<file path="config.mk">
export PLATFORM = sky130hd
export DESIGN_NAME = rv_decode_execute_top
export DESIGN_NICKNAME = d
export VERILOG_FILES = /design/src/hdl/rv_pkg.sv /design/src/hdl/id_ex_if.sv /design/src/hdl/reg_file.sv /design/src/hdl/instr_decoder.sv /design/src/hdl/flip_flop_decode_execute.sv /design/src/hdl/execute_unit.sv /design/src/hdl/rv_decode_execute_top.sv
export VERILOG_INCLUDE_DIRS = /design/src /design/src/include
export SDC_FILE = /design/constraint.sdc
export NUM_CORES = 2
export LEC_CHECK = 0
export BUFFER_PORTS_ARGS = -buffer_cell sky130_fd_sc_hd__buf_2
export CAP_MARGIN = 20
export CORE_UTILIZATION = 55
export CTS_BUF_LIST = sky130_fd_sc_hd__clkbuf_8
export CTS_CLUSTER_DIAMETER = 150
export DETAILED_ROUTE_END_ITERATION = 6
export PLACE_DENSITY = 0.74
export SYNTH_ARGS = -nofsm -noshare
export SYNTH_HDL_FRONTEND = slang
export SYNTH_SLANG_ARGS = --single-unit
</file>
<file path="constraint.sdc">
create_clock -name i_clk -period 9.4 [get_ports i_clk]
set_input_delay 0.47 -clock i_clk [delete_from_list [all_inputs] [get_ports i_clk]]
set_output_delay 0.47 -clock i_clk [all_outputs]
set_load 0.1 [all_outputs]
</file>
<file path="src/include/rv_defines.svh">
`ifndef RV_DEFINES_SVH
`define RV_DEFINES_SVH

// data path and pc width
`define XLEN 32
`define NUM_REGS 32
`define REG_ADDR_W 5

// instruction field positions
`define OPCODE_MSB 6
`define OPCODE_LSB 0
`define RD_MSB 11
`define RD_LSB 7
`define FUNCT3_MSB 14
`define FUNCT3_LSB 12
`define RS1_MSB 19
`define RS1_LSB 15
`define RS2_MSB 24
`define RS2_LSB 20
// funct7 bit that selects SUB and SRA
`define INSTR_ALT_BIT 30

`endif

</file>
<file path="src/hdl/rv_pkg.sv">
package rv_pkg;

	typedef enum logic [6:0] {
		OPC_LUI    = 7'b0110111,
		OPC_AUIPC  = 7'b0010111,
		OPC_JAL    = 7'b1101111,
		OPC_JALR   = 7'b1100111,
		OPC_BRANCH = 7'b1100011,
		OPC_LOAD   = 7'b0000011,
		OPC_STORE  = 7'b0100011,
		OPC_OP_IMM = 7'b0010011,
		OPC_OP     = 7'b0110011
	} opcode_e;

	// zero encodings are the bubble defaults
	typedef enum logic [4:0] {
		ALU_ADD    = 5'd0,
		ALU_SUB    = 5'd1,
		ALU_SLL    = 5'd2,
		ALU_SLT    = 5'd3,
		ALU_SLTU   = 5'd4,
		ALU_XOR    = 5'd5,
		ALU_SRL    = 5'd6,
		ALU_SRA    = 5'd7,
		ALU_OR     = 5'd8,
		ALU_AND    = 5'd9,
		ALU_PASS_B = 5'd10
	} alu_op_e;

	typedef enum logic [2:0] {
		BR_NONE, BR_EQ, BR_NE, BR_LT, BR_GE, BR_LTU, BR_GEU
	} br_sel_e;

	typedef enum logic [1:0] {
		WB_ALU, WB_PC4, WB_MEM
	} wb_sel_e;

endpackage

</file>
<file path="src/hdl/id_ex_if.sv">
`timescale 1ns/1ps
`include "rv_defines.svh"

interface id_ex_if
	import rv_pkg::*;
();
	logic [`XLEN-1:0]       pc;
	logic [`REG_ADDR_W-1:0] rs1_addr;
	logic [`REG_ADDR_W-1:0] rs2_addr;
	logic [`REG_ADDR_W-1:0] rd_addr;
	logic [`XLEN-1:0]       rs1_data;
	logic [`XLEN-1:0]       rs2_data;
	logic [`XLEN-1:0]       imm;
	br_sel_e                br_sel;
	logic                   jump;
	logic                   jalr;
	logic                   rd_wren;
	logic                   mem_wren;
	logic                   insn_vld;
	// opa_sel picks pc over rs1, opb_sel picks imm over rs2
	logic                   opa_sel;
	logic                   opb_sel;
	alu_op_e                alu_op;
	wb_sel_e                wb_sel;

	modport dec_src (output pc, rs1_addr, rs2_addr, rd_addr, rs1_data, rs2_data, imm, br_sel,
		jump, jalr, rd_wren, mem_wren, insn_vld, opa_sel, opb_sel, alu_op, wb_sel);
	modport reg_in (input pc, rs1_addr, rs2_addr, rd_addr, rs1_data, rs2_data, imm, br_sel,
		jump, jalr, rd_wren, mem_wren, insn_vld, opa_sel, opb_sel, alu_op, wb_sel);
	modport reg_out (output pc, rs1_addr, rs2_addr, rd_addr, rs1_data, rs2_data, imm, br_sel,
		jump, jalr, rd_wren, mem_wren, insn_vld, opa_sel, opb_sel, alu_op, wb_sel);
	modport ex_sink (input pc, rd_addr, rs1_data, rs2_data, imm, br_sel,
		jump, jalr, rd_wren, mem_wren, insn_vld, opa_sel, opb_sel, alu_op, wb_sel);

endinterface

</file>
<file path="src/hdl/reg_file.sv">
`timescale 1ns/1ps
`include "rv_defines.svh"

module reg_file (
	input  logic                   i_clk,
	input  logic                   i_reset,
	input  logic [`REG_ADDR_W-1:0] i_rs1_addr,
	input  logic [`REG_ADDR_W-1:0] i_rs2_addr,
	input  logic                   i_wr_en,
	input  logic [`REG_ADDR_W-1:0] i_wr_addr,
	input  logic [`XLEN-1:0]       i_wr_data,
	output logic [`XLEN-1:0]       o_rs1_data,
	output logic [`XLEN-1:0]       o_rs2_data
);

	logic [`XLEN-1:0] regs [`NUM_REGS];

	always_ff @(posedge i_clk or negedge i_reset) begin
		if (~i_reset) begin
			for (int i = 0; i < `NUM_REGS; i++) begin
				regs[i] <= '0;
			end
		end else if (i_wr_en && (i_wr_addr != '0)) begin
			regs[i_wr_addr] <= i_wr_data;
		end
	end

	// x0 always reads as zero
	assign o_rs1_data = (i_rs1_addr == '0) ? '0 : regs[i_rs1_addr];
	assign o_rs2_data = (i_rs2_addr == '0) ? '0 : regs[i_rs2_addr];

endmodule

</file>
<file path="src/hdl/instr_decoder.sv">
`timescale 1ns/1ps
`include "rv_defines.svh"

module instr_decoder
	import rv_pkg::*;
(
	input  logic                   i_instr_valid,
	input  logic [`XLEN-1:0]       i_instr,
	input  logic [`XLEN-1:0]       i_pc,
	input  logic                   i_stall,
	output logic                   o_instr_ready,
	output logic [`REG_ADDR_W-1:0] o_rs1_addr,
	output logic [`REG_ADDR_W-1:0] o_rs2_addr,
	input  logic [`XLEN-1:0]       i_rs1_data,
	input  logic [`XLEN-1:0]       i_rs2_data,
	id_ex_if.dec_src               o_bus
);

	opcode_e          opcode;
	logic [2:0]       funct3;
	logic             alt;
	logic [`XLEN-1:0] imm_i;
	logic [`XLEN-1:0] imm_s;
	logic [`XLEN-1:0] imm_b;
	logic [`XLEN-1:0] imm_u;
	logic [`XLEN-1:0] imm_j;
	logic [`XLEN-1:0] imm;
	logic             known;
	logic             vld;
	alu_op_e          alu_op;
	br_sel_e          br_sel;
	wb_sel_e          wb_sel;
	logic             jump;
	logic             jalr;
	logic             rd_wren;
	logic             mem_wren;
	logic             opa_sel;
	logic             opb_sel;

	// sub only exists for register operands, sra for both
	function automatic alu_op_e alu_from_funct(input logic [2:0] f3, input logic f7_alt,
			input logic is_reg);
		case (f3)
			3'b000: return (f7_alt && is_reg) ? ALU_SUB : ALU_ADD;
			3'b001: return ALU_SLL;
			3'b010: return ALU_SLT;
			3'b011: return ALU_SLTU;
			3'b100: return ALU_XOR;
			3'b101: return f7_alt ? ALU_SRA : ALU_SRL;
			3'b110: return ALU_OR;
			default: return ALU_AND;
		endcase
	endfunction

	assign opcode = opcode_e'(i_instr[`OPCODE_MSB:`OPCODE_LSB]);
	assign funct3 = i_instr[`FUNCT3_MSB:`FUNCT3_LSB];
	assign alt    = i_instr[`INSTR_ALT_BIT];

	assign imm_i = {{(`XLEN-12){i_instr[31]}}, i_instr[31:20]};
	assign imm_s = {{(`XLEN-12){i_instr[31]}}, i_instr[31:25], i_instr[11:7]};
	assign imm_b = {{(`XLEN-13){i_instr[31]}}, i_instr[31], i_instr[7], i_instr[30:25],
		i_instr[11:8], 1'b0};
	assign imm_u = {i_instr[31:12], 12'b0};
	assign imm_j = {{(`XLEN-21){i_instr[31]}}, i_instr[31], i_instr[19:12], i_instr[20],
		i_instr[30:21], 1'b0};

	always_comb begin
		known    = 1'b1;
		alu_op   = ALU_ADD;
		br_sel   = BR_NONE;
		wb_sel   = WB_ALU;
		jump     = 1'b0;
		jalr     = 1'b0;
		rd_wren  = 1'b0;
		mem_wren = 1'b0;
		opa_sel  = 1'b0;
		opb_sel  = 1'b1;
		imm      = imm_i;
		case (opcode)
			OPC_LUI: begin
				alu_op  = ALU_PASS_B;
				imm     = imm_u;
				rd_wren = 1'b1;
			end
			OPC_AUIPC: begin
				opa_sel = 1'b1;
				imm     = imm_u;
				rd_wren = 1'b1;
			end
			OPC_JAL: begin
				jump    = 1'b1;
				imm     = imm_j;
				wb_sel  = WB_PC4;
				rd_wren = 1'b1;
			end
			OPC_JALR: begin
				jump    = 1'b1;
				jalr    = 1'b1;
				wb_sel  = WB_PC4;
				rd_wren = 1'b1;
			end
			OPC_BRANCH: begin
				imm = imm_b;
				case (funct3)
					3'b000: br_sel = BR_EQ;
					3'b001: br_sel = BR_NE;
					3'b100: br_sel = BR_LT;
					3'b101: br_sel = BR_GE;
					3'b110: br_sel = BR_LTU;
					3'b111: br_sel = BR_GEU;
					default: known = 1'b0;
				endcase
			end
			OPC_LOAD: begin
				wb_sel  = WB_MEM;
				rd_wren = 1'b1;
			end
			OPC_STORE: begin
				imm      = imm_s;
				mem_wren = 1'b1;
			end
			OPC_OP_IMM: begin
				alu_op  = alu_from_funct(funct3, alt, 1'b0);
				rd_wren = 1'b1;
			end
			OPC_OP: begin
				opb_sel = 1'b0;
				alu_op  = alu_from_funct(funct3, alt, 1'b1);
				rd_wren = 1'b1;
			end
			default: known = 1'b0;
		endcase
	end

	// an unknown opcode still takes the transfer but leaves a bubble
	assign vld           = i_instr_valid & ~i_stall & known;
	assign o_instr_ready = ~i_stall;
	assign o_rs1_addr    = i_instr[`RS1_MSB:`RS1_LSB];
	assign o_rs2_addr    = i_instr[`RS2_MSB:`RS2_LSB];

	assign o_bus.pc       = i_pc;
	assign o_bus.rs1_addr = o_rs1_addr;
	assign o_bus.rs2_addr = o_rs2_addr;
	assign o_bus.rd_addr  = i_instr[`RD_MSB:`RD_LSB];
	assign o_bus.rs1_data = i_rs1_data;
	assign o_bus.rs2_data = i_rs2_data;
	assign o_bus.imm      = imm;
	assign o_bus.br_sel   = br_sel;
	assign o_bus.jump     = jump;
	assign o_bus.jalr     = jalr;
	assign o_bus.rd_wren  = rd_wren & vld;
	assign o_bus.mem_wren = mem_wren & vld;
	assign o_bus.insn_vld = vld;
	assign o_bus.opa_sel  = opa_sel;
	assign o_bus.opb_sel  = opb_sel;
	assign o_bus.alu_op   = alu_op;
	assign o_bus.wb_sel   = wb_sel;

endmodule

</file>
<file path="src/hdl/flip_flop_decode_execute.sv">
`timescale 1ns/1ps

module flip_flop_decode_execute
	import rv_pkg::*;
(
	input  logic       i_clk,
	input  logic       i_reset,
	input  logic       i_flush_execute,
	input  logic       i_stall_execute,
	id_ex_if.reg_in    i_dec,
	id_ex_if.reg_out   o_ex
);

	always_ff @(posedge i_clk or negedge i_reset) begin
		if (~i_reset) begin
			o_ex.pc       <= '0;
			o_ex.rs1_addr <= '0;
			o_ex.rs2_addr <= '0;
			o_ex.rd_addr  <= '0;
			o_ex.rs1_data <= '0;
			o_ex.rs2_data <= '0;
			o_ex.imm      <= '0;
			o_ex.br_sel   <= BR_NONE;
			o_ex.jump     <= 1'b0;
			o_ex.jalr     <= 1'b0;
			o_ex.rd_wren  <= 1'b0;
			o_ex.mem_wren <= 1'b0;
			o_ex.insn_vld <= 1'b0;
			o_ex.opa_sel  <= 1'b0;
			o_ex.opb_sel  <= 1'b0;
			o_ex.alu_op   <= ALU_ADD;
			o_ex.wb_sel   <= WB_ALU;
		end else if (i_flush_execute) begin
			// the instruction behind a taken branch becomes a bubble
			o_ex.pc       <= '0;
			o_ex.rs1_addr <= '0;
			o_ex.rs2_addr <= '0;
			o_ex.rd_addr  <= '0;
			o_ex.rs1_data <= '0;
			o_ex.rs2_data <= '0;
			o_ex.imm      <= '0;
			o_ex.br_sel   <= BR_NONE;
			o_ex.jump     <= 1'b0;
			o_ex.jalr     <= 1'b0;
			o_ex.rd_wren  <= 1'b0;
			o_ex.mem_wren <= 1'b0;
			o_ex.insn_vld <= 1'b0;
			o_ex.opa_sel  <= 1'b0;
			o_ex.opb_sel  <= 1'b0;
			o_ex.alu_op   <= ALU_ADD;
			o_ex.wb_sel   <= WB_ALU;
		end else if (~i_stall_execute) begin
			o_ex.pc       <= i_dec.pc;
			o_ex.rs1_addr <= i_dec.rs1_addr;
			o_ex.rs2_addr <= i_dec.rs2_addr;
			o_ex.rd_addr  <= i_dec.rd_addr;
			o_ex.rs1_data <= i_dec.rs1_data;
			o_ex.rs2_data <= i_dec.rs2_data;
			o_ex.imm      <= i_dec.imm;
			o_ex.br_sel   <= i_dec.br_sel;
			o_ex.jump     <= i_dec.jump;
			o_ex.jalr     <= i_dec.jalr;
			o_ex.rd_wren  <= i_dec.rd_wren;
			o_ex.mem_wren <= i_dec.mem_wren;
			o_ex.insn_vld <= i_dec.insn_vld;
			o_ex.opa_sel  <= i_dec.opa_sel;
			o_ex.opb_sel  <= i_dec.opb_sel;
			o_ex.alu_op   <= i_dec.alu_op;
			o_ex.wb_sel   <= i_dec.wb_sel;
		end
	end

endmodule

</file>
<file path="src/hdl/execute_unit.sv">
`timescale 1ns/1ps
`include "rv_defines.svh"

module execute_unit
	import rv_pkg::*;
(
	id_ex_if.ex_sink               i_bus,
	input  logic                   i_res_ready,
	output logic                   o_res_valid,
	output logic [`XLEN-1:0]       o_res_pc,
	output logic [`REG_ADDR_W-1:0] o_res_rd_addr,
	output logic                   o_res_rd_wren,
	output logic                   o_res_mem_wren,
	output logic [`XLEN-1:0]       o_res_value,
	output logic [`XLEN-1:0]       o_res_store_data,
	output logic                   o_res_br_taken,
	output logic [`XLEN-1:0]       o_res_br_target,
	output logic                   o_stall,
	output logic                   o_flush
);

	logic [`XLEN-1:0] op_a;
	logic [`XLEN-1:0] op_b;
	logic [`XLEN-1:0] alu_res;
	logic [4:0]       shamt;
	logic             cond;
	logic [`XLEN-1:0] jalr_sum;

	assign op_a  = i_bus.opa_sel ? i_bus.pc : i_bus.rs1_data;
	assign op_b  = i_bus.opb_sel ? i_bus.imm : i_bus.rs2_data;
	assign shamt = op_b[4:0];

	always_comb begin
		case (i_bus.alu_op)
			ALU_SUB:    alu_res = op_a - op_b;
			ALU_SLL:    alu_res = op_a << shamt;
			ALU_SLT:    alu_res = {{(`XLEN-1){1'b0}}, $signed(op_a) < $signed(op_b)};
			ALU_SLTU:   alu_res = {{(`XLEN-1){1'b0}}, op_a < op_b};
			ALU_XOR:    alu_res = op_a ^ op_b;
			ALU_SRL:    alu_res = op_a >> shamt;
			ALU_SRA:    alu_res = $unsigned($signed(op_a) >>> shamt);
			ALU_OR:     alu_res = op_a | op_b;
			ALU_AND:    alu_res = op_a & op_b;
			ALU_PASS_B: alu_res = op_b;
			default:    alu_res = op_a + op_b;
		endcase
	end

	// branch conditions always compare the two register operands
	always_comb begin
		case (i_bus.br_sel)
			BR_EQ:   cond = i_bus.rs1_data == i_bus.rs2_data;
			BR_NE:   cond = i_bus.rs1_data != i_bus.rs2_data;
			BR_LT:   cond = $signed(i_bus.rs1_data) < $signed(i_bus.rs2_data);
			BR_GE:   cond = $signed(i_bus.rs1_data) >= $signed(i_bus.rs2_data);
			BR_LTU:  cond = i_bus.rs1_data < i_bus.rs2_data;
			BR_GEU:  cond = i_bus.rs1_data >= i_bus.rs2_data;
			default: cond = 1'b0;
		endcase
	end

	assign jalr_sum        = i_bus.rs1_data + i_bus.imm;
	assign o_res_br_target = i_bus.jalr ? {jalr_sum[`XLEN-1:1], 1'b0} : i_bus.pc + i_bus.imm;
	assign o_res_br_taken  = i_bus.insn_vld & (i_bus.jump | cond);

	assign o_res_valid      = i_bus.insn_vld;
	assign o_res_pc         = i_bus.pc;
	assign o_res_rd_addr    = i_bus.rd_addr;
	assign o_res_rd_wren    = i_bus.rd_wren;
	assign o_res_mem_wren   = i_bus.mem_wren;
	assign o_res_value      = (i_bus.wb_sel == WB_PC4) ? i_bus.pc + 32'd4 : alu_res;
	assign o_res_store_data = i_bus.rs2_data;

	assign o_stall = i_bus.insn_vld & ~i_res_ready;
	// flush fires only on the edge where the taken result is accepted
	assign o_flush = i_bus.insn_vld & i_res_ready & o_res_br_taken;

endmodule

</file>
<file path="src/hdl/rv_decode_execute_top.sv">
`timescale 1ns/1ps
`include "rv_defines.svh"

module rv_decode_execute_top (
	input  logic                   i_clk,
	input  logic                   i_reset,
	input  logic                   i_instr_valid,
	input  logic [`XLEN-1:0]       i_instr,
	input  logic [`XLEN-1:0]       i_pc,
	output logic                   o_instr_ready,
	input  logic                   i_res_ready,
	output logic                   o_res_valid,
	output logic [`XLEN-1:0]       o_res_pc,
	output logic [`REG_ADDR_W-1:0] o_res_rd_addr,
	output logic                   o_res_rd_wren,
	output logic                   o_res_mem_wren,
	output logic [`XLEN-1:0]       o_res_value,
	output logic [`XLEN-1:0]       o_res_store_data,
	output logic                   o_res_br_taken,
	output logic [`XLEN-1:0]       o_res_br_target,
	input  logic                   i_wb_wren,
	input  logic [`REG_ADDR_W-1:0] i_wb_addr,
	input  logic [`XLEN-1:0]       i_wb_data
);

	logic [`REG_ADDR_W-1:0] rs1_addr;
	logic [`REG_ADDR_W-1:0] rs2_addr;
	logic [`XLEN-1:0]       rs1_data;
	logic [`XLEN-1:0]       rs2_data;
	logic                   stall;
	logic                   flush;

	id_ex_if dec_bus ();
	id_ex_if ex_bus ();

	reg_file u_reg_file (
		.i_clk      (i_clk),
		.i_reset    (i_reset),
		.i_rs1_addr (rs1_addr),
		.i_rs2_addr (rs2_addr),
		.i_wr_en    (i_wb_wren),
		.i_wr_addr  (i_wb_addr),
		.i_wr_data  (i_wb_data),
		.o_rs1_data (rs1_data),
		.o_rs2_data (rs2_data)
	);

	instr_decoder u_decoder (
		.i_instr_valid (i_instr_valid),
		.i_instr       (i_instr),
		.i_pc          (i_pc),
		.i_stall       (stall),
		.o_instr_ready (o_instr_ready),
		.o_rs1_addr    (rs1_addr),
		.o_rs2_addr    (rs2_addr),
		.i_rs1_data    (rs1_data),
		.i_rs2_data    (rs2_data),
		.o_bus         (dec_bus)
	);

	flip_flop_decode_execute u_id_ex (
		.i_clk           (i_clk),
		.i_reset         (i_reset),
		.i_flush_execute (flush),
		.i_stall_execute (stall),
		.i_dec           (dec_bus),
		.o_ex            (ex_bus)
	);

	execute_unit u_execute (
		.i_bus            (ex_bus),
		.i_res_ready      (i_res_ready),
		.o_res_valid      (o_res_valid),
		.o_res_pc         (o_res_pc),
		.o_res_rd_addr    (o_res_rd_addr),
		.o_res_rd_wren    (o_res_rd_wren),
		.o_res_mem_wren   (o_res_mem_wren),
		.o_res_value      (o_res_value),
		.o_res_store_data (o_res_store_data),
		.o_res_br_taken   (o_res_br_taken),
		.o_res_br_target  (o_res_br_target),
		.o_stall          (stall),
		.o_flush          (flush)
	);

endmodule

</file>
==> flow_metrics.tcl <==
set metrics [dict create \
    outcome "complete, no violations" \
    setup_viol 0 \
    crit_path_end_kind "primary output" \
    async_flop_share 1.000 \
    cts.clk_slew.worst_paths_ns 0.05 \
    ys_ff_latch 1172 \
    numCtsBuffers 193 \
    cts_tree "yes" \
    placed_area_um2 76220 \
    start_util 0.5573 \
    clock_path_buffers 3 \
    vias_per_cell 6.971 \
    critPathLaunchType "flop" \
    final_util 0.6118 \
    gp_congestion 1.021 \
    gr-total-overflow 0 \
    yosysTopAreaCellShare 0.3983 \
    ys_types 96 \
    first_pass_iters 6 \
    top_layer "met5" \
    hold_class "input port to flop" \
    leakagePower_nw 35.46 \
    die_h_um 367.9 \
    post_cts_resized 0 \
    slew_viol_final 0 \
    fin_area_um2 80840 \
    cts_root_buf "clkbuf_8" \
    wl_met3_um 23230 \
    fillCellCount 10156 \
    rsz0062_at_grt "no" \
    grt_max_degree 183 \
    ant_nets 0 \
    synth_area_leader_cell "dfrtp_1" \
    cts_setup_buffers 0 \
    synthTopCellsByArea "dfrtp_1 (40%), mux4_2 (20%), mux2_2 (16%)" \
    worst-slew-pin-transition_ns 1.150 \
    antenna_found_initial 10 \
    area.growth.synth_to_final_pct 9.780 \
    clk_latency_ns 0.97 \
    syn_avg_cell_area_um2 12.68 \
    portBuffers 243 \
    timing.final.crit_share 0.7362 \
    die_x_um 367.9 \
    required_ns 8.93 \
    via_count 54339 \
    nets 6185 \
    hold_viol 0 \
    fin_tns_setup_ns 0 \
    grt_pass1_vias 55260 \
    die-area_um2 135400 \
    grt_pass1_wl_um 373200 \
    boundaryPins 244 \
    clock_sinks 1172 \
    core_area_um2 132100 \
    drive_above_1_share 0.3953 \
    routed_wl_um 253000 \
    syn_nets 6107 \
    grt_usage 0.3750 \
    relSlewSlack 0.2255 \
    first_iter_violations 6164 \
    cp.arrival_ns 6.45 \
    drc_errors 0 \
    row_count 133 \
    p_per_area_nw_per_um2 229.7 \
    synth_warnings 0 \
    dp_hpwl_um 163000 \
    route.met2.wl_um 119000 \
    synthCells 5806 \
    seq_area_frac_synth 0.3983 \
    fin_skew_ns 0.05349 \
    vdd_drop_max_v 0.0001832 \
    drv_cap 0 \
    layout_min_cycle_time_ns 6.920 \
    wl_per_cell_um 32.46 \
    worstSetupPathType "flop to primary output" \
    h-tree-depth 4 \
    layout_commonest_cell "dfrtp_1" \
    synth_area_um2 73640 \
    synth_ff_type "dfrtp_1" \
    final_cell_mix "dfrtp_1 (1169), mux2_2 (1016), mux4_2 (643)" \
    synth_edf_count 0 \
    m1WireLength_um 95080 \
    worstPathMaxFanout 42 \
    clock.fmax_mhz 144.5 \
]
cell families after synthesis:
group	synth area share
buffers and inverters	0.03633
xor gates and xnor gates	0.009515
muxes	0.3884
and+or+nand+nor	0.05116
DFF	0.3983
adders and majority gates	0.03354
AOI/OAI and AO/OA	0.08278
what timing repair did:
action / CTS / global route
hold endpoints to repair: 198 / 0
hold buffers: 60 / 0
setup endpoints to repair: 0 / 0
Yosys cell counts (all sizes together), types with 12 or more instances:
cell     instances
xnor2           45
nor3            50
o211ai          28
nand2          337
or3             20
a31oi           26
o21a            22
o21bai          20
nand4           24
a22oi           24
nand2b          26
dfrtp         1172
and3            19
and2            20
o221ai          21
ha             191
a21o            63
o21ai          238
mux2          1016
a2111oi         17
o22ai           73
a22o            12
a21oi          203
mux2i          260
nor2           181
buf            146
a211oi          29
o31ai           32
nor3b           13
nor2b           31
xor2            35
a221oi          27
inv            153
clkbuf         385
nand3           52
mux4           643
registers in the layout, indices dropped and copies added (netlist names), 2 cells and up:
signal,cells
u_id_ex.o_ex.wb_sel,2
u_id_ex.o_ex.alu_op,4
u_id_ex.o_ex.rd_addr,5
u_id_ex.o_ex.pc,32
u_id_ex.o_ex.br_sel,3
u_reg_file.regs,1024
u_id_ex.o_ex.imm,32
u_id_ex.o_ex.rs1_data,32
u_id_ex.o_ex.rs2_data,32
final cells by class:
class	count	area, um^2	area share
multi-input cells	3947	41880	0.5181
diodes	6	15.01	0.0001857
flip-flops and latches	1172	29330	0.3628
clock inverters	100	588.1	0.007274
repair buffers	414	2865	0.03544
inverters	156	589.3	0.007290
clock buffers	245	3372	0.04171
well taps	1755	2196	0.02716
worst paths after layout:
| check | from | endpoint | depth (start not counted) | slack, ns |
|---|---|---|---|---|
| max | u_id_ex.o_ex.opb_sel | o_res_value[28] | 17 | 2.48 |
| min | i_instr[16] | u_id_ex.o_ex.imm[16] | 3 | 0.09 |
| max reg2reg | u_id_ex.o_ex.rs2_data[19] | u_id_ex.o_ex.alu_op[2] | 12 | 4.55 |
| min reg2reg | u_reg_file.regs[1001] | u_reg_file.regs[1001] | 0 | 0.40 |
| max in group asynchronous | i_reset | u_id_ex.o_ex.opa_sel | 4 | 6.72 |
| min in group asynchronous | i_reset | u_reg_file.regs[621] | 2 | 0.24 |
report_power, final:
group / switching, mW / internal (mW)
Clock: 2.19 / 2.41
Sequential: 0.828 / 5.99
Combinational: 4.34 / 2.81
Total: 7.36 / 11.2
stage by stage:
stage                     power (mW)  cells  setup slack (ns)  hold WS (ns)
after floorplan                11.88   5806             2.849        0.1744
after detailed placement       13.86   7382             3.581        0.3820
final                          18.57   7795             2.480       0.09063
after CTS                      18.47   7787             2.564       0.03975
after global routing           19.30   7792             2.313        0.1192
after global placement         13.67   7381             3.597        0.3763
per-layer routing:
metal | vias to the layer above | GRT usage
met3 | 712 | 0.08922
met2 | 2851 | 0.5866
met1 | 28366 | 0.4811
met5 | - | 0
met4 | 10 | 0.2112
li1 | 22400 | -
worst max-delay path: stages, from the launching register on:
cell and delay (ns):
dfrtp_2 0.42, mux2i_4 0.18, buf_4 0.36, inv_4 0.65, ha_1 0.38, inv_1 0.09
fa_1 0.47, nand2b_1 0.18, a21oi_1 0.29, a2111oi_1 0.15, buf_4 0.19, o22ai_1 0.34
o221ai_1 0.32, a21oi_1 0.36, mux2i_1 0.23, a21oi_1 0.08, a22oi_1 0.22, buf_2 0.47
No activity file was read; power rests on OpenSTA's default activity.
